## config.mk

```make
export PLATFORM = sky130hd
export DESIGN_NAME = rvs_regfile
export DESIGN_NICKNAME = d
export VERILOG_FILES = /design/src/hw/rvs_pkg.sv /design/src/hw/rvs_regfile.sv
export SDC_FILE = /design/constraint.sdc
export NUM_CORES = 2
export LEC_CHECK = 0
export BUFFER_PORTS_ARGS = -buffer_cell sky130_fd_sc_hd__buf_2
export CAP_MARGIN = 20
export CORE_ASPECT_RATIO = 0.6
export CORE_MARGIN = 5
export CORE_UTILIZATION = 55
export DETAILED_ROUTE_END_ITERATION = 8
export PLACE_DENSITY = 0.78
export SLEW_MARGIN = 10
export SYNTH_ARGS = -nofsm -noshare
export SYNTH_HDL_FRONTEND = slang
export SYNTH_SLANG_ARGS = --single-unit
```

## constraint.sdc

```tcl
create_clock -name clk -period 5.61 [get_ports clk]
set_clock_uncertainty 0.1 [all_clocks]
set_input_delay 1.122 -clock clk [delete_from_list [all_inputs] [get_ports clk]]
set_output_delay 1.122 -clock clk [all_outputs]
set_load 0.02 [all_outputs]
```

## src/hw/rvs_pkg.sv

```systemverilog
package rvs_pkg;

    // Register index width. The ISA fixes this at five bits for x0 to x31.
    localparam int REG_ADDR_W = 5;
    localparam int NUM_REGS   = 1 << REG_ADDR_W;

    // Operation codes as they leave decode. LI passes the immediate through
    // the ALU so that seeding a register uses the same result path.
    typedef enum logic [3:0] {
        ALU_ADD  = 4'd0,
        ALU_SUB  = 4'd1,
        ALU_AND  = 4'd2,
        ALU_OR   = 4'd3,
        ALU_XOR  = 4'd4,
        ALU_SLL  = 4'd5,
        ALU_SRL  = 4'd6,
        ALU_SRA  = 4'd7,
        ALU_SLT  = 4'd8,  // Signed compare that gives 1 or 0.
        ALU_SLTU = 4'd9,  // Unsigned compare.
        ALU_LI   = 4'd10
    } alu_op_t;

endpackage

```

## src/hw/rvs_regfile.sv

```systemverilog
`timescale 1ns/1ps

module rvs_regfile #(
    parameter int XLEN = 64
) (
    input  logic                            clk,
    input  logic                            rst_n,
    input  logic [rvs_pkg::REG_ADDR_W-1:0]  raddr1,
    input  logic [rvs_pkg::REG_ADDR_W-1:0]  raddr2,
    output logic [XLEN-1:0]                 rdata1,
    output logic [XLEN-1:0]                 rdata2,
    input  logic                            we,
    input  logic [rvs_pkg::REG_ADDR_W-1:0]  waddr,
    input  logic [XLEN-1:0]                 wdata
);
    import rvs_pkg::*;

    // x0 has no storage at all, so only x1 to x31 exist here.
    logic [XLEN-1:0] regs [1:NUM_REGS-1];

    always_ff @(posedge clk or negedge rst_n) begin
        if (!rst_n) begin
            for (int i = 1; i < NUM_REGS; i++) begin
                regs[i] <= '0;
            end
        end else if (we && (waddr != '0)) begin
            regs[waddr] <= wdata; // Writes to x0 are dropped.
        end
    end

    // Reads are combinational. A write lands at the clock edge, and a reader
    // three issues later sees it, so there is no write-through path.
    always_comb begin
        if (raddr1 == '0) begin
            rdata1 = '0;
        end else begin
            rdata1 = regs[raddr1];
        end
    end

    always_comb begin
        if (raddr2 == '0) begin
            rdata2 = '0;
        end else begin
            rdata2 = regs[raddr2];
        end
    end

    // A write with an unknown index would corrupt an arbitrary register.
    a_waddr_known : assert property (
        @(posedge clk) disable iff (!rst_n) we |-> !$isunknown(waddr)
    ) else $error("regfile write with unknown address");

endmodule

```

==> run summary <==
The tools report the endpoint of the worst-slack reg-to-reg timing path as regs[390]$_DFFE_PN0P_. The signal on the critical path passes through buf_8 -> buf_4 -> mux2i_1 -> o22ai_1 -> nor3_1 -> nor4_1 -> buf_4 -> buf_2. The tools report the DRC violations left as 0. The first TritonRoute pass finished after 7 iterations. The shortest clock period the worst path allows after layout was 5.35 ns; the worst reg2reg path depth was 1.

The worst register-to-register path begins at regs[390]$_DFFE_PN0P_. Entering global routing, the biggest net connects 142 pins. The ratio of cells with drive above 1 in the final layout was 40.1%.

The final global-route overflow total was 0. In the final layout, the registers with the most flip-flops are regs x1984. The count of hold buffers inserted by post-cts repair is 0. Measured against its own limit, the worst slew margin works out to 13.1%. Gates resized during post-CTS repair numbered 0. On the critical path the largest part of the delay comes from buffers and inverters. The core region is 191000 µm². Dividing total power by cell area gives a power density of 358 nW/µm². The share of synthesized area in the top cell type comes to 46.9%. The number of synthesis warnings is 0. The initial utilization of the core area, before any placement, comes to 55.5%.

The layout net count was 7999; the count of boundary I/O pins was 210. The worst setup path is captured at an output port. Cell at the root of the clock tree: sky130_fd_sc_hd__clkbuf_16. For the total wire length, the log shows 354000 µm.

The mapped netlist covers 106000 µm². Sorting the synthesized cells by area gives the leading types as sky130_fd_sc_hd__dfrtp_1 (47%), sky130_fd_sc_hd__mux2_2 (22%), sky130_fd_sc_hd__mux2i_1 (12%), sky130_fd_sc_hd__mux4_2 (5.4%), sky130_fd_sc_hd__o22ai_1 (3.0%). Once detail routing completed, the nets flagged for antenna violations numbered 0. In the final timing run, aggregate negative setup slack is 0 ns.

The register with the most flip-flops in the layout has 1984 of them. For this design the static power due to leakage is 53.1 nW. For the number of cells in the finished layout apart from fillers, the log shows 10700. TritonCTS built the clock tree. The category of the worst setup path launch point was an input pin. The maximum clock path buffer count is 4, and the count of mapped cells out of synthesis is 8066.

The count of maximum capacitance violations was 0; the post-CTS clock slew at the launch and capture registers of the worst setup and hold paths was 0.06 ns. The critical path in this run is classified as input pin to output port. The relative area change from synthesis to final layout was 10.4%. The initial DRC count is 10200.

The number of flip-flops and latches in the synthesized netlist is 1984, and the average wire per standard cell is 33.2 µm. Derived from the worst setup path, the maximum achievable clock frequency is 187 MHz. The worst hold path belongs to the class input pin to async pin. For this run, the slowest stage of the critical path takes 0.91 ns. Dominant cell type by area after synthesis: sky130_fd_sc_hd__dfrtp_1.

Floorplan die width: 577 µm. For the number of rows in the core area, the log shows 124. The tools report the final-report setup violation count as 0. After legalization and detailed placement, the total HPWL measured 211000 µm. The critical path depth is 8.

The minimum setup slack among reg-to-reg paths is 4.67 ns. The most numerous cell type found on the critical path is sky130_fd_sc_hd__buf_4. Counting every net in the synthesized netlist gives 8148. Dividing the synthesized area by the synthesized cell count gives 13.1 µm².

Including well taps, the total number of placed cells is 10300. At the end of routability-driven placement, the weighted congestion stood at 0.864. After layout, the worst path uses 95.3% of the clock period. In this run the worst setup path terminates at rdata2[18]. The overall fraction of global-route tracks in use came out at 34.4%. The worst-case IR drop observed on VDD is 291 µV. Largest fanout on the critical path: 74. Counting both buffers and inverters, the worst setup path holds a total of 4. The H-tree level count is 4. The logs give 202000 µm² for the full die area and 4.12 ns for the data arrival time of the critical path. The wire length of the first global-routing pass came out at 524000 µm. Once layout is complete, the utilization of the core stands at 61.2%. The number of endpoints with negative hold slack in the final report was 0. Detailed routing inserted a total of 76600 vias. The count of pins over their slew limit was 0; the sequential cell area fraction in the yosys report was 46.9%. The library cells used most frequently in the layout, excluding fill and tap cells, are sky130_fd_sc_hd__mux2_2 (2091), sky130_fd_sc_hd__dfrtp_1 (1984), sky130_fd_sc_hd__mux2i_1 (1280).

The tools report the initial antenna violation count as 29. The total clock buffers created by CTS is 194. Post-CTS timing repair inserted 0 buffers for setup.

The critical path's slowest cell is sky130_fd_sc_hd__nor4_1. The tools report the count of clock tree sinks as 1984. The worst setup path startpoint is raddr2[0].

More flip-flops sit in one register than any other, and that register is regs. The via count of the first global-routing pass is 77700, and the worst-margin pin slew is 1.30 ns. The average vias per placed instance came out at 7.18. Count of port buffers added during placement: 209. For the source-to-sink clock delay at the later pin of the worst-skew pair, the log shows 0.85 ns. The leading cell type in the layout, fill and taps excluded was sky130_fd_sc_hd__mux2_2.

Setup repair after global routing left no endpoint under its margin. The synthesized netlist contains 34 unique library cells. The floorplan step set the die height to 350 µm. The run finished with clean final reports. The run gives 4.39 ns as the endpoint required time on the critical path.
[stage by stage]
stage | power (W) | hold WS [ns] | setup WS (ns) | area [µm²]
floorplan | 0.0252 | 0.379 | 1.39 | 106000
global placement | 0.0275 | 0.390 | 0.145 | 110000
detailed placement | 0.0281 | 0.406 | 0.394 | 110000
CTS | 0.0416 | 0.250 | 0.389 | 117000
global route | 0.0434 | 0.206 | 0.338 | 117000
finish | 0.0418 | 0.148 | 0.264 | 117000
[kinds of logic (layout without fill, tap and decap cells)]
logic type	after synthesis	in the layout	share of synthesized area (%)
mux	3648	3648	40.0
flops	1984	1984	46.9
compound gates	1024	1024	6.77
buf+inv	867	862	3.58
simple gates	543	543	2.79
other cells	0	23	0
[Yosys cell counts]
library cell and n:
sky130_fd_sc_hd__a211oi_1 80, sky130_fd_sc_hd__a21oi_1 80, sky130_fd_sc_hd__a221o_1 128, sky130_fd_sc_hd__a22o_1 48, sky130_fd_sc_hd__a22oi_1 128, sky130_fd_sc_hd__a31oi_1 48, sky130_fd_sc_hd__and2_1 3, sky130_fd_sc_hd__and3_1 3
sky130_fd_sc_hd__and3b_1 1, sky130_fd_sc_hd__buf_1 45, sky130_fd_sc_hd__buf_2 321, sky130_fd_sc_hd__buf_4 31, sky130_fd_sc_hd__buf_6 2, sky130_fd_sc_hd__clkbuf_1 467, sky130_fd_sc_hd__clkbuf_2 1, sky130_fd_sc_hd__dfrtp_1 1984
sky130_fd_sc_hd__mux2_1 21, sky130_fd_sc_hd__mux2_2 2091, sky130_fd_sc_hd__mux2i_1 1280, sky130_fd_sc_hd__mux4_2 256, sky130_fd_sc_hd__nand2_1 19, sky130_fd_sc_hd__nand2b_1 11, sky130_fd_sc_hd__nand3_1 4, sky130_fd_sc_hd__nand4_1 1
sky130_fd_sc_hd__nand4b_1 1, sky130_fd_sc_hd__nor2_1 4, sky130_fd_sc_hd__nor2_2 10, sky130_fd_sc_hd__nor2b_1 91, sky130_fd_sc_hd__nor3_1 307, sky130_fd_sc_hd__nor3b_1 2, sky130_fd_sc_hd__nor4_1 80, sky130_fd_sc_hd__o22ai_1 512
sky130_fd_sc_hd__or2_2 5, sky130_fd_sc_hd__or3_1 1
[per-layer routing]
metal,vias up,routed length [µm],global-route usage [%]
li1,30400,-,-
met1,39900,141000,47.4
met2,5104,150000,49.1
met3,1192,42500,10.6
met4,16,20600,17.9
met5,-,118,0.276
[cell type report]
class	instances	area (µm²)
fillers	14000	74100
flip-flops and latches	1984	49600
well taps	2583	3230
clock buffers	275	5680
repair buffers	522	4650
multi-input cells	5215	52800
clock inverters	65	818
diodes	23	57.6
[worst min-delay path by stage]
stage | startpoint | endpoint | slack (ns) | cells past startpoint
final | rst_n | regs[1010]$_DFFE_PN0P_ | 0.15 | 1
after global routing | rst_n | regs[1010]$_DFFE_PN0P_ | 0.21 | 1
after detailed placement | regs[1922]$_DFFE_PN0P_ | regs[1922]$_DFFE_PN0P_ | 0.41 | 1
after floorplan | regs[1920]$_DFFE_PN0P_ | regs[1920]$_DFFE_PN0P_ | 0.38 | 1
after global placement | regs[389]$_DFFE_PN0P_ | regs[389]$_DFFE_PN0P_ | 0.39 | 1
after CTS | rst_n | regs[1010]$_DFFE_PN0P_ | 0.25 | 1
[power breakdown]
group	total, W	switching, W	leakage, nW	internal [W]
Combinational	0.00882	0.00413	24.5	0.00469
Clock	0.0136	0.00577	3.21	0.00785
Sequential	0.0194	0.00228	25.4	0.0171
Total	0.0418	0.0122	53.1	0.0297
Power figures use the tool's default switching activity.
