==> src/hw/rvs_pkg.sv <==
package rvs_pkg;

    // Register index width. The ISA fixes this at five bits for x0 to x31.
    localparam int REG_ADDR_W = 5;
    localparam int NUM_REGS   = 1 << REG_ADDR_W;

    // Operation codes as they leave decode. LI passes the immediate through
    // the ALU so that seeding a register uses the same result path.
    typedef enum logic [3:0] {
        ALU_ADD  = 4'd0,
        ALU_SUB  = 4'd1,
        ALU_AND  = 4'd2,
        ALU_OR   = 4'd3,
        ALU_XOR  = 4'd4,
        ALU_SLL  = 4'd5,
        ALU_SRL  = 4'd6,
        ALU_SRA  = 4'd7,
        ALU_SLT  = 4'd8,  // Signed compare that gives 1 or 0.
        ALU_SLTU = 4'd9,  // Unsigned compare.
        ALU_LI   = 4'd10
    } alu_op_t;

endpackage

==> src/hw/rvs_pipe_ifs.sv <==
`timescale 1ns/1ps

// Registered operation handed from the operand stage to execute.
interface rvs_op_if #(
    parameter int XLEN = 64
);
    import rvs_pkg::*;

    logic                  valid; // One-cycle strobe per operation.
    alu_op_t               op;
    logic [REG_ADDR_W-1:0] rd;
    logic [XLEN-1:0]       imm;
    logic [XLEN-1:0]       src1;  // Operands after forwarding.
    logic [XLEN-1:0]       src2;

    modport stage (
        output valid, op, rd, imm, src1, src2
    );

    modport exec (
        input  valid, op, rd, imm, src1, src2
    );

endinterface

// Forwarding bus from execute back to the operand stage.
// The ex half is combinational from the ALU, the mem half is registered.
interface rvs_fwd_if #(
    parameter int XLEN = 64
);
    import rvs_pkg::*;

    logic                  ex_valid;
    logic [REG_ADDR_W-1:0] ex_rd;
    logic [XLEN-1:0]       ex_res;
    logic                  mem_valid;
    logic [REG_ADDR_W-1:0] mem_rd;
    logic [XLEN-1:0]       mem_res;

    modport src  (output ex_valid, ex_rd, ex_res, mem_valid, mem_rd, mem_res);
    modport sink (input  ex_valid, ex_rd, ex_res, mem_valid, mem_rd, mem_res);

endinterface

==> src/hw/rvs_operand_fwd.sv <==
`timescale 1ns/1ps

module rvs_operand_fwd #(
    parameter int XLEN = 64
) (
    input  logic                            clk,
    input  logic                            rst_n,
    input  logic                            issue_valid,
    input  rvs_pkg::alu_op_t                issue_op,
    input  logic [rvs_pkg::REG_ADDR_W-1:0]  issue_rs1,
    input  logic [rvs_pkg::REG_ADDR_W-1:0]  issue_rs2,
    input  logic [rvs_pkg::REG_ADDR_W-1:0]  issue_rd,
    input  logic [XLEN-1:0]                 issue_imm,
    input  logic [XLEN-1:0]                 rf_rdata1,
    input  logic [XLEN-1:0]                 rf_rdata2,
    rvs_fwd_if.sink                         fwd,
    rvs_op_if.stage                         op_out
);
    import rvs_pkg::*;

    logic [XLEN-1:0] src1_sel;
    logic [XLEN-1:0] src2_sel;

    // Picks the newest value of one source register. The operation now in
    // execute is younger than the one in memory, so it is checked first.
    function automatic logic [XLEN-1:0] pick_src(
        input logic [REG_ADDR_W-1:0] rs,
        input logic [XLEN-1:0]       rf_val
    );
        logic [XLEN-1:0] val;
        if (rs == '0) begin
            val = '0;                    // x0 always reads zero.
        end else if (fwd.ex_valid && (fwd.ex_rd == rs)) begin
            val = fwd.ex_res;
        end else if (fwd.mem_valid && (fwd.mem_rd == rs)) begin
            val = fwd.mem_res;
        end else begin
            val = rf_val;
        end
        return val;
    endfunction

    // Each operand is resolved on its own, so both may forward at once.
    always_comb begin
        src1_sel = pick_src(issue_rs1, rf_rdata1);
        src2_sel = pick_src(issue_rs2, rf_rdata2);
    end

    always_ff @(posedge clk or negedge rst_n) begin
        if (!rst_n) begin
            op_out.valid <= 1'b0;
            op_out.op    <= ALU_ADD;
            op_out.rd    <= '0;
            op_out.imm   <= '0;
            op_out.src1  <= '0;
            op_out.src2  <= '0;
        end else begin
            op_out.valid <= issue_valid;
            if (issue_valid) begin      // Payload only moves with an issue.
                op_out.op   <= issue_op;
                op_out.rd   <= issue_rd;
                op_out.imm  <= issue_imm;
                op_out.src1 <= src1_sel;
                op_out.src2 <= src2_sel;
            end
        end
    end

    // An unknown strobe here would spread through every later stage.
    a_valid_known : assert property (
        @(posedge clk) disable iff (!rst_n) !$isunknown(op_out.valid)
    ) else $error("operand stage valid is unknown");

endmodule

==> src/flat_wrapper.sv <==
// flat-port wrapper written by rule: the top's interface ports become plain ports
module rvs_operand_fwd_flat import rvs_pkg::*;
#(
    parameter int XLEN = 64
)
  (clk, rst_n, issue_valid, issue_op, issue_rs1, issue_rs2, issue_rd, issue_imm, rf_rdata1, rf_rdata2, fwd_ex_valid, fwd_ex_rd, fwd_ex_res, fwd_mem_valid, fwd_mem_rd, fwd_mem_res, op_out_valid, op_out_op, op_out_rd, op_out_imm, op_out_src1, op_out_src2);
  rvs_fwd_if #(.XLEN(XLEN)) fwd_i ();
  rvs_op_if #(.XLEN(XLEN)) op_out_i ();
  input  logic clk;
  input  logic rst_n;
  input  logic issue_valid;
  input  rvs_pkg::alu_op_t issue_op;
  input  logic [rvs_pkg::REG_ADDR_W-1:0] issue_rs1;
  input  logic [rvs_pkg::REG_ADDR_W-1:0] issue_rs2;
  input  logic [rvs_pkg::REG_ADDR_W-1:0] issue_rd;
  input  logic [XLEN-1:0] issue_imm;
  input  logic [XLEN-1:0] rf_rdata1;
  input  logic [XLEN-1:0] rf_rdata2;
  input wire logic [$bits(fwd_i.ex_valid)-1:0] fwd_ex_valid;
  input wire logic [$bits(fwd_i.ex_rd)-1:0] fwd_ex_rd;
  input wire logic [$bits(fwd_i.ex_res)-1:0] fwd_ex_res;
  input wire logic [$bits(fwd_i.mem_valid)-1:0] fwd_mem_valid;
  input wire logic [$bits(fwd_i.mem_rd)-1:0] fwd_mem_rd;
  input wire logic [$bits(fwd_i.mem_res)-1:0] fwd_mem_res;
  output wire logic [$bits(op_out_i.valid)-1:0] op_out_valid;
  output wire logic [$bits(op_out_i.op)-1:0] op_out_op;
  output wire logic [$bits(op_out_i.rd)-1:0] op_out_rd;
  output wire logic [$bits(op_out_i.imm)-1:0] op_out_imm;
  output wire logic [$bits(op_out_i.src1)-1:0] op_out_src1;
  output wire logic [$bits(op_out_i.src2)-1:0] op_out_src2;
  assign fwd_i.ex_valid = fwd_ex_valid;
  assign fwd_i.ex_rd = fwd_ex_rd;
  assign fwd_i.ex_res = fwd_ex_res;
  assign fwd_i.mem_valid = fwd_mem_valid;
  assign fwd_i.mem_rd = fwd_mem_rd;
  assign fwd_i.mem_res = fwd_mem_res;
  assign op_out_valid = op_out_i.valid;
  assign op_out_op = op_out_i.op;
  assign op_out_rd = op_out_i.rd;
  assign op_out_imm = op_out_i.imm;
  assign op_out_src1 = op_out_i.src1;
  assign op_out_src2 = op_out_i.src2;
  rvs_operand_fwd #(.XLEN(XLEN)) u_core (.clk(clk), .rst_n(rst_n), .issue_valid(issue_valid), .issue_op(issue_op), .issue_rs1(issue_rs1), .issue_rs2(issue_rs2), .issue_rd(issue_rd), .issue_imm(issue_imm), .rf_rdata1(rf_rdata1), .rf_rdata2(rf_rdata2), .fwd(fwd_i), .op_out(op_out_i));
endmodule
==> config.mk <==
export PLATFORM = sky130hd
export DESIGN_NAME = rvs_operand_fwd_flat
export DESIGN_NICKNAME = d
export VERILOG_FILES = /design/src/hw/rvs_pkg.sv /design/src/hw/rvs_pipe_ifs.sv /design/src/hw/rvs_operand_fwd.sv /design/src/flat_wrapper.sv
export SDC_FILE = /design/constraint.sdc
export NUM_CORES = 1
export LEC_CHECK = 0
export ABC_AREA = 1
export BUFFER_PORTS_ARGS = -buffer_cell sky130_fd_sc_hd__buf_2
export CORE_AREA = 2 2 216 218
export DETAILED_ROUTE_END_ITERATION = 10
export DIE_AREA = 0 0 218 220
export GPL_TIMING_DRIVEN = 1
export PLACE_DENSITY = 0.51
export SYNTH_ARGS = -nofsm -noshare
export SYNTH_HDL_FRONTEND = slang
export SYNTH_SLANG_ARGS = --single-unit
==> constraint.sdc <==
create_clock -name clk -period 0.8 [get_ports clk]
set_input_delay 0.04 -clock clk [delete_from_list [all_inputs] [get_ports clk]]
set_output_delay 0.04 -clock clk [all_outputs]
set_load 0.03 [all_outputs]
==> results of run 1 <==
==> metal layers <==
metal	up-vias	routed length, um
met5	-	11
met4	2	5081
met3	368	7346
met2	1169	38050
met1	8218	28910
li1	7461	-
==> power groups by stage <==
| stage | Sequential (uW) | Combinational [uW] | Clock, uW |
|---|---|---|---|
| 2_1_floorplan | 14100 | 2480 | 0 |
| 4_1_cts | 12100 | 12700 | 12400 |
| 6_report | 12200 | 14300 | 12300 |
| 3_3_place_gp | 12000 | 8390 | 0 |
| 5_1_grt | 12200 | 15000 | 12800 |
| 3_5_place_dp | 12000 | 8430 | 0 |
==> final cells by class <==
type / count / area [sq um] / area share (%)
Timing Repair Buffer: 1185 / 12020 / 45.15
Multi-Input combinational cell: 1337 / 7741 / 29.07
Sequential cell: 202 / 5056 / 18.99
Tap cell: 607 / 759.5 / 2.852
Clock buffer: 35 / 724.4 / 2.721
Inverter: 23 / 176.4 / 0.6626
Clock inverter: 9 / 135.1 / 0.5075
Antenna cell: 5 / 12.51 / 0.04699
==> per-stage QoR <==
stage	instance area, sq um	hold slack [ps]	TNS (ps)	util [%]	worst slack (ps)
after floorplan	11570	-255.6	-19550	-	-159.8
after global placement	15360	-72.62	-97420	33.49	-863.6
after detailed placement	15360	-71.47	-99540	33.49	-833.1
after CTS	24390	-83.34	-84520	53.17	-412.3
after global routing	26620	-66.60	-91830	58.04	-426.6
final	26630	-55.52	-81640	58.05	-409.0
==> path summary, 6_finish.rpt <==
| path | from | end | slack [ps] | cells after the start |
|---|---|---|---|---|
| max in group asynchronous | rst_n | u_core.op_out.src1[0] | 320 | 3 |
| worst min-delay path | rst_n | u_core.op_out.imm[26] | -60 | 2 |
| worst max register to register | u_core.op_out.src1[62] | u_core.op_out.src1[62] | -100 | 4 |
| min in group clk | issue_valid | u_core.op_out.src2[41] | 120 | 6 |
| worst min register to register | u_core.op_out.imm[4] | u_core.op_out.imm[4] | 490 | 2 |
| worst max-delay path | u_core.op_out.src1[0] | op_out_src1[0] | -410 | 1 |
==> registers in the layout (all words and copies together), names as in the netlist <==
register             count
u_core.op_out.src2      64
u_core.op_out.valid      1
u_core.op_out.op         4
u_core.op_out.rd         5
u_core.op_out.src1      64
u_core.op_out.imm       64
==> cells in the mapped netlist <==
library cell	n	area share [%]
clkbuf_8	5	0.61
o21ai_1	1	0.044
o21ai_2	2	0.16
a21oi_1	4	0.18
nand4_1	1	0.056
buf_2	35	1.6
o21ai_0	1	0.044
inv_1	18	0.60
buf_6	25	2.5
inv_2	5	0.17
nor2_1	271	9.0
nand3_1	261	12
buf_4	6	0.40
nand2_1	789	26
nor2_4	4	0.40
dfrtp_1	202	45
clkbuf_1	35	1.2
nand3_4	2	0.31
==> repair_timing <==
action / in CTS / in global routing
endpoints found under the setup margin: 322 / 330
gates cloned: 57 / 21
hold endpoints to repair: 403 / 13
gates resized for setup: 760 / 402
setup buffers: 87 / 74
pin swaps: 134 / 239
==> cells by family (layout without fill, tap and decap cells) <==
group,count (synthesis),count (layout),synth area share (%)
and+or+nand+nor,1328,1329,47.69
AOI/OAI and AO/OA,8,8,0.4221
buffers and inverters,129,1252,6.999
other,0,5,0
DFF,202,202,44.88
==> results.md, run 1 <==
* Status: complete, but fails checks
* Failing checks: hold timing, setup timing
* First-pass GRT wire length at between 100000 and 150000 um
* Met3 Track Usage GR at 5.742%
* Post-Layout Cell Count at around 3400
* WL/cell at about 23 um
* Hold WS at -55.52 ps
* Vias in the first global route at around 17000
* GRT overflow at 0
* Slowest CP cell: dfrtp_2
* WP data required at ~760 ps
* Height of the chip at between 200 and 250 um
* I/O pins at 556
* Hold buffers post-CTS at 330
* Routability cong. at slightly above 0.9
* P_int at around 25000 uW
* Clk sinks at roughly 200
* Switching pwr at 13440 uW
* Commonest cells after routing, fill and taps aside: 623 x nand2_1, 331 x buf_2, 330 x dlygate4sd3_1
* Largest net degree at the start of global routing at 75
* Initial antenna violation count at 4
* Initial DRT Pass Iterations at 5
* Yosys warning total at 0
* Layout Area Growth over Synthesis at 136.4%
* Core ar. at 45860 sq um
* Final min period at 1209 ps
* Global route hottest layer: met2
* Post-route ant nets at 0
* Cell row count at 79
* Max VDD drop at about 0.0015 V
* DRT iter0 DRCs at between 1500 and 2000
* Layout cells sized above 1 at a little under half
* Power Total at 38740 uW
* Final hold viol count at 13
* Starting density of the core at between 20% and 30%
* Post-synth cell types at 18
* CP cell instances: buf_6
* Met2 Usage GRT at between 40% and 50%
* Buffers & Inverters on Critical Path at 1
* Crit path max-delay family: flip-flops
* Cells after synthesis at 1667
* Final setup fails at 333
* Worst-path maximum fanout at 2
* Tot GR Track Use at 28.67%
* Total number of vias at 17220
* Critical path launch point type: flop
* Average size of a mapped cell at between 6 and 7 sq um
* Met1 Track Usage GR at 33.89%
* Die width at roughly 220 um
* Max Clk Rate at about 830 MHz
* Filler Cells Inserted at between 3000 and 4000
* Worst Setup Slack, final at -409.0 ps
* Clock Skews at 0 ps
* Logic gate share of total power at roughly 37%
* Sequential area share after synthesis at roughly 45%
* RSZ-0062 raised after global routing: true
* Syn Nets at about 2000
* H-tree levels at 1
* Maxcap violations at 0
* Worst min path class: input port to async pin
* DP HPWL at ~38000 um
* TritonCTS clock tree: done
* Leakage Power at 0.01349 uW
* Flop pwr share at between 30% and 40%
* Crit Path Category: flop to output pin
* Worst rel slew slack at 76.01%
* TritonCTS Buffers at 26
* Setup crit end kind: output pin
* Slew Limit Fails at 0
* # nets final at approximately 3100
* CP peak stage delay at ~450 ps
* CTS max path bufs at 3
* Vias per inst at just over 5
* Crit path arrival time at around 1200 ps
* I/O Buffers at between 500 and 600
* PD cells at between 1000 and 1500 nW/um^2
* Seq cells post-synth at a little over 200
* Clock Power Share at between 30% and 40%
* Placed cell count at 2807
* Commonest non-fill, non-tap cell in the layout: nand2_1
* Die area at approximately 48000 sq um
* Final worst path period share at 151.1%
* Sw Ratio at 34.68%
* Post-Route WL at 79390 um
* CTS Root Cell: clkbuf_16
* Clock slew seen by the registers of the worst setup and hold paths at 60 ps
* Drt drc at 0
* Worst Max-Slew Pin Slew at roughly 360 ps
* Clk Latency, worst-skew pair at between 500 and 600 ps
* Post-Syn Area at ~11000 sq um
(Power assumes the default switching activity.)
==> run 2: changes to the inputs <==
CELL_PAD_IN_SITES_DETAIL_PLACEMENT = 0   (was not set)
CELL_PAD_IN_SITES_GLOBAL_PLACEMENT = 1   (was not set)
CORE_AREA = 2 2 218 220   (was 2 2 216 218)
DIE_AREA = 0 0 220 222   (was 0 0 218 220)
PLACE_DENSITY = 0.69   (was 0.51)
clock period = 1.2 ns   (was 0.8 ns; I/O delays follow)
==> results.md, run 2 (synthesis results as in run 1) <==
* Status: finished, final reports clean
* Largest net degree at the start of global routing at 52
* TritonCTS clock tree: done
* Max VDD drop at 0.0009974 V
* Crit Path Category: flop to output pin
* WL/cell at 17.98 um
* Worst Max-Slew Pin Slew at roughly 420 ps
* Crit path arrival time at 1140 ps
* Max Clk Rate at between 800 and 900 MHz
* Worst rel slew slack at between 70 and 80%
* Area of the multi-input gates at between 5000 and 6000 sq um
* Critical path launch point type: flop
* Post-DP Area at between 15000 and 20000 sq um
* Crit path max-delay family: flip-flops
* CTS Root Cell: clkbuf_16
* Layout cells sized above 1 at around 28%
* Clk sinks at slightly above 200
* Layout Area Growth over Synthesis at 81.74%
* Maxcap violations at 0
* Commonest non-fill, non-tap cell in the layout: nand2_1
* Commonest cells after routing, fill and taps aside: 789 x nand2_1, 378 x buf_2, 331 x dlygate4sd3_1
* Drt drc at 0
* Final worst path period share at 99.79%
* Placement Setup Slack at -296.1 ps
* Clock Skews at 0 ps
* Layout Utilization at between 40% and 50%
* Initial DRT Pass Iterations at 5
* Leakage Power at between 0.01 and 0.015 uW
* DRT iter0 DRCs at 894
* Slowest CP cell: dfrtp_1
* Post-Route WL at 57790 um
* CP cell instances: buf_6
* GRT overflow at 0
* Core ar. at ~46000 sq um
* Clk Latency, worst-skew pair at 560 ps
* Routability cong. at ~0.9
* Filler Cells Inserted at 4626
* Worst-path maximum fanout at 2
* Worst min path class: input port to flop
* First-pass GRT wire length at between 80000 and 90000 um
* Initial antenna violation count at 4
* FF/Latch Area at a little over 5000 sq um
* PD cells at between 1000 and 1500 nW/um^2
* Hold WS at roughly 46 ps
* Largest regs: u_core.op_out.imm: 64 flops, u_core.op_out.src1: 64 flops, u_core.op_out.src2: 64 flops
* Post-route ant nets at 0
* I/O pins at approximately 560
* # nets final at approximately 2900
* Die width at approximately 220 um
* Clock slew seen by the registers of the worst setup and hold paths at roughly 60 ps
* RSZ-0062 raised after global routing: true
* Slew Limit Fails at 0
* H-tree levels at 1
* Worst Setup Slack, final at roughly 2.5 ps
* CP peak stage delay at about 420 ps
* Final Cell Area at 20470 sq um
* Total number of vias at around 15000
* Tot GR Track Use at a little under a quarter
* Starting density of the core at between 20% and 30%
* Cell row count at 79
* Final min period at approximately 1200 ps
* Final hold viol count at 0
* I/O Buffers at 555
* Die area at ~50000 sq um
* Vias in the first global route at 15210
* Height of the chip at between 200 and 250 um
* TritonCTS Buffers at 27
* Vias per inst at 4.578
* CTS max path bufs at 3
* Buffers & Inverters on Critical Path at 1
* Setup crit end kind: output pin
* Final setup fails at 0
* DP HPWL at approximately 40000 um
* WP data required at 1140 ps
-- run 2: cell types whose count changed in the layout (fill, tap and decap cells not counted), sizes merged, moves of 2 or more --
| cell | before | now |
|---|---|---|
| bufinv | 3 | 0 |
| buf | 837 | 666 |
| clkinvlp | 0 | 2 |
| bufbuf | 2 | 0 |
| clkbuf | 51 | 38 |
-- run 2: worst reg2reg max path: stages, from the launching register on --
cell,delay [ps]
dfrtp_1,410
buf_4,140
nand2_1,50
nand2_1,60
-- run 2: routing by layer --
layer,global-route usage (%),share of wire [%],routed length (um)
met1,28.55,42,24170
met5,0,0,0
met3,4.102,6.6,3799
met4,8.378,3.9,2239
met2,38.23,48,27580
-- run 2: power by group --
group / total [uW] / internal, uW / switching, uW
combinational: 7200 / 3200 / 4010
clock: 7800 / 4510 / 3290
sequential: 8010 / 7510 / 502
total: 23000 / 15200 / 7800
-- run 2: through the flow --
step                setup TNS [ps]  instances  total power (uW)
global placement            -28010       2804             13480
detailed placement          -28950       2804             13510
finish                           0       3214             23020
floorplan                        0       1667             10950
CTS                         -135.0       3185             22830
global route                -430.9       3214             24090
-- run 2: timing repair --
item                       4_1_cts  5_1_grt
resized for setup              211      146
pin swaps                        0        0
hold endpoints to repair       403        0
setup buffers                    5       25
hold buffers                   331        0
setup endpoints to repair      127      149
-- run 2: final timing paths --
path                                   startpoint                     end  slack [ps]  depth (start not counted)
min in group asynchronous                   rst_n  u_core.op_out.src2[32]         490                          3
setup / recovery            u_core.op_out.imm[34]          op_out_imm[34]           3                          1
setup reg to reg           u_core.op_out.src1[27]  u_core.op_out.src1[27]         430                          3
hold / removal                        issue_valid     u_core.op_out.valid          50                          2
hold reg to reg               u_core.op_out.op[2]     u_core.op_out.op[2]         470                          2
max in group asynchronous                   rst_n   u_core.op_out.imm[34]         100                          4
-- run 2: cell type report --
| class | count | area share, % |
|---|---|---|
| sequential | 202 | 24.70 |
| clock buffer | 38 | 3.845 |
| timing repair buffer | 997 | 40.37 |
| inverter | 23 | 0.4463 |
| antenna | 4 | 0.04891 |
| multi-input combinational | 1336 | 26.67 |
| clock inverter | 7 | 0.2140 |
| tap | 607 | 3.711 |
==> run 3: changes to the inputs <==
ABC_AREA = not set   (was 1)
PLACE_DENSITY = 0.6   (was 0.69)
==> results.md, run 3 <==
* Status: finished, final reports clean
* Max Clk Rate at 837.4 MHz
* CTS max path bufs at 3
* Ys async rst share at 100.0%
* Top cells by count, synth: 202 x dfrtp_1, 128 x a21oi_1, 128 x mux2i_1, 128 x nor2b_1, 120 x o21ai_1
* Final min period at ~1200 ps
* Die width at between 200 and 250 um
* Clock Power Share at between 30% and 40%
* CTS Root Cell: clkbuf_16
* First-pass GRT wire length at between 60000 and 70000 um
* Final worst path period share at between 90 and 100%
* Clock Skews at 0 ps
* GRT overflow at 0
* Crit Path Category: flop to output pin
* Post-route ant nets at 0
* Maxcap violations at 0
* Final setup fails at 0
* Worst rel slew slack at slightly below 70%
* RSZ-0062 raised after global routing: true
* Max VDD drop at 0.001056 V
* Slowest CP cell: dfrtp_1
* TritonCTS Buffers at 26
* Vias per inst at between 4 and 5
* Largest net degree at the start of global routing at 79
* Post-DP Area at ~14000 sq um
* Post-synth cell types at 24
* Core ar. at roughly 46000 sq um
* Layout cells sized above 1 at between 40% and 50%
* Flop pwr share at about a third
* Area leader, netlist: dfrtp_1
* Logic gate share of total power at 28.5%
* Commonest cells after routing, fill and taps aside: 367 x buf_2, 331 x dlygate4sd3_1, 202 x dfrtp_1
* Cells after synthesis at about 890
* Worst min path class: input port to flop
* Setup crit end kind: output pin
* WL/cell at 18.78 um
* # nets final at approximately 2200
* I/O pins at between 500 and 600
* Layout Utilization at between 40% and 50%
* Height of the chip at about 220 um
* Metal-1 WL at ~18000 um
* CP cell instances: buf_6
* Total number of vias at approximately 11000
* Top-area cell type share of the netlist area at 50.44%
* I/O Buffers at 555
* Yosys warning total at 0
* Post-synth EDFFs at 0
* Sequential area share after synthesis at between 50% and 60%
* Power Total at roughly 24000 uW
* Crit path max-delay family: flip-flops
* Clk Latency, worst-skew pair at 550 ps
* Initial antenna violation count at 3
* Routability cong. at 0.8487
* Switching pwr at 7203 uW
* TritonCTS clock tree: done
* Placed cell count at between 2000 and 2500
* Largest regs: u_core.op_out.imm: 64 flops, u_core.op_out.src1: 64 flops, u_core.op_out.src2: 64 flops
* Slew Limit Fails at 0
* PD cells at 1212 nW/um^2
* Routed wl met2 at between 20000 and 25000 um
* Final Cell Area at 19420 sq um
* Post-Route WL at between 40000 and 50000 um
* Clk sinks at 202
* Post-Layout Cell Count at about 2400
* Vias in the first global route at between 10000 and 15000
* Die area at ~49000 sq um
* Top FF cell, synth: dfrtp_1
* Worst-path maximum fanout at 2
* Met3 wire len at around 3300 um
* DP HPWL at approximately 33000 um
* Initial DRT Pass Iterations at 4
* Layout Area Growth over Synthesis at 93.82%
* Max layer used: met4
* Cell row count at between 70 and 80
* Clock slew seen by the registers of the worst setup and hold paths at roughly 60 ps
* DRT iter0 DRCs at 471
* Tot GR Track Use at between 10% and 20%
* Average size of a mapped cell at 11.31 sq um
* Sw Ratio at between 30% and 40%
* CP peak stage delay at around 420 ps
* Worst Max-Slew Pin Slew at 461.1 ps
* Buffers & Inverters on Critical Path at 1
* Drt drc at 0
* Final hold viol count at 0
* Most frequent cell after synthesis: dfrtp_1
* Starting density of the core at between 20% and 30%
* H-tree levels at 1
* Synth area leaders: dfrtp_1 50%, mux2i_1 13%, mux2_2 8.2%, nor2b_1 8.0%, a21oi_1 6.4%
* Post-Syn Area at roughly 10000 sq um
* Leakage Power at between 0.008 and 0.009 uW
* Syn Nets at 1240
* Critical path launch point type: flop
* Commonest non-fill, non-tap cell in the layout: buf_2
* P_int at 16350 uW
* WP data required at 1140 ps
* Seq cells post-synth at around 200
* Crit path arrival time at approximately 1100 ps
[run 3: routing by layer]
metal,vias to the layer above,global-route usage [%]
met4,0,5.997
met2,410,31.83
li1,4998,-
met3,83,4.280
met5,-,0
met1,5181,20.07
[run 3: per-stage QoR]
step / setup TNS, ps / setup WS, ps / hold slack (ps)
floorplan: -14700 / -133.2 / -235.6
global placement: -62300 / -542.2 / -3.764
detailed placement: -64400 / -548.2 / -0.9653
CTS: -672.9 / -50.16 / 93.95
global route: -935.3 / -53.95 / 188.4
finish: 0 / 5.819 / 174.2
[run 3: timing repair]
action                                 4_1_cts  5_1_grt
endpoints found under the hold margin      403        0
resized for setup                          290      109
setup endpoints to repair                  155      189
hold buffers                               331        0
buffers inserted                             4       12
pin swaps                                    0        6
gates cloned                                 0        1
[run 3: layout make-up]
type	instances	area, sq um
clock inverters	13	240.2
diodes	3	7.507
fillers	4333	26830
well taps	607	759.5
multi-input cells	623	4553
repair buffers	961	8099
flip-flops and latches	202	5055
clock buffers	34	710.7
[run 3: path summary, 6_finish.rpt]
kind                                              from                endpoint  slack [ps]  depth (start not counted)
worst max-delay path            u_core.op_out.src2[35]         op_out_src2[35]           6                          1
worst min-delay path                       issue_valid  u_core.op_out.src1[51]         170                          5
worst max register to register   u_core.op_out.imm[50]   u_core.op_out.imm[50]         180                          3
worst min register to register   u_core.op_out.imm[51]   u_core.op_out.imm[51]         500                          1
max in group asynchronous                        rst_n   u_core.op_out.imm[46]         120                          4
min in group asynchronous                        rst_n     u_core.op_out.rd[4]         500                          3
[run 3: logic make-up after synthesis]
| logic type | synth area share, % |
|---|---|
| mux | 20.99 |
| buf+inv | 4.657 |
| simple gates | 9.026 |
| compound gates | 13.15 |
| flops | 50.44 |
| xor+xnor | 1.748 |
[run 3: power groups by stage]
| stage | Combinational (uW) | Clock (uW) | Sequential (uW) |
|---|---|---|---|
| 5_1_grt | 7110 | 9310 | 8130 |
| 2_1_floorplan | 1380 | 0 | 9410 |
| 3_3_place_gp | 4980 | 0 | 7990 |
| 3_5_place_dp | 4990 | 0 | 8000 |
| 6_report | 6710 | 8790 | 8050 |
| 4_1_cts | 6490 | 9020 | 8010 |
[run 3: worst register-to-register path, stage by stage, from the launching register on]
cell,delay (ps)
dfrtp_1,400
buf_4,140
buf_4,120
mux2_2,260
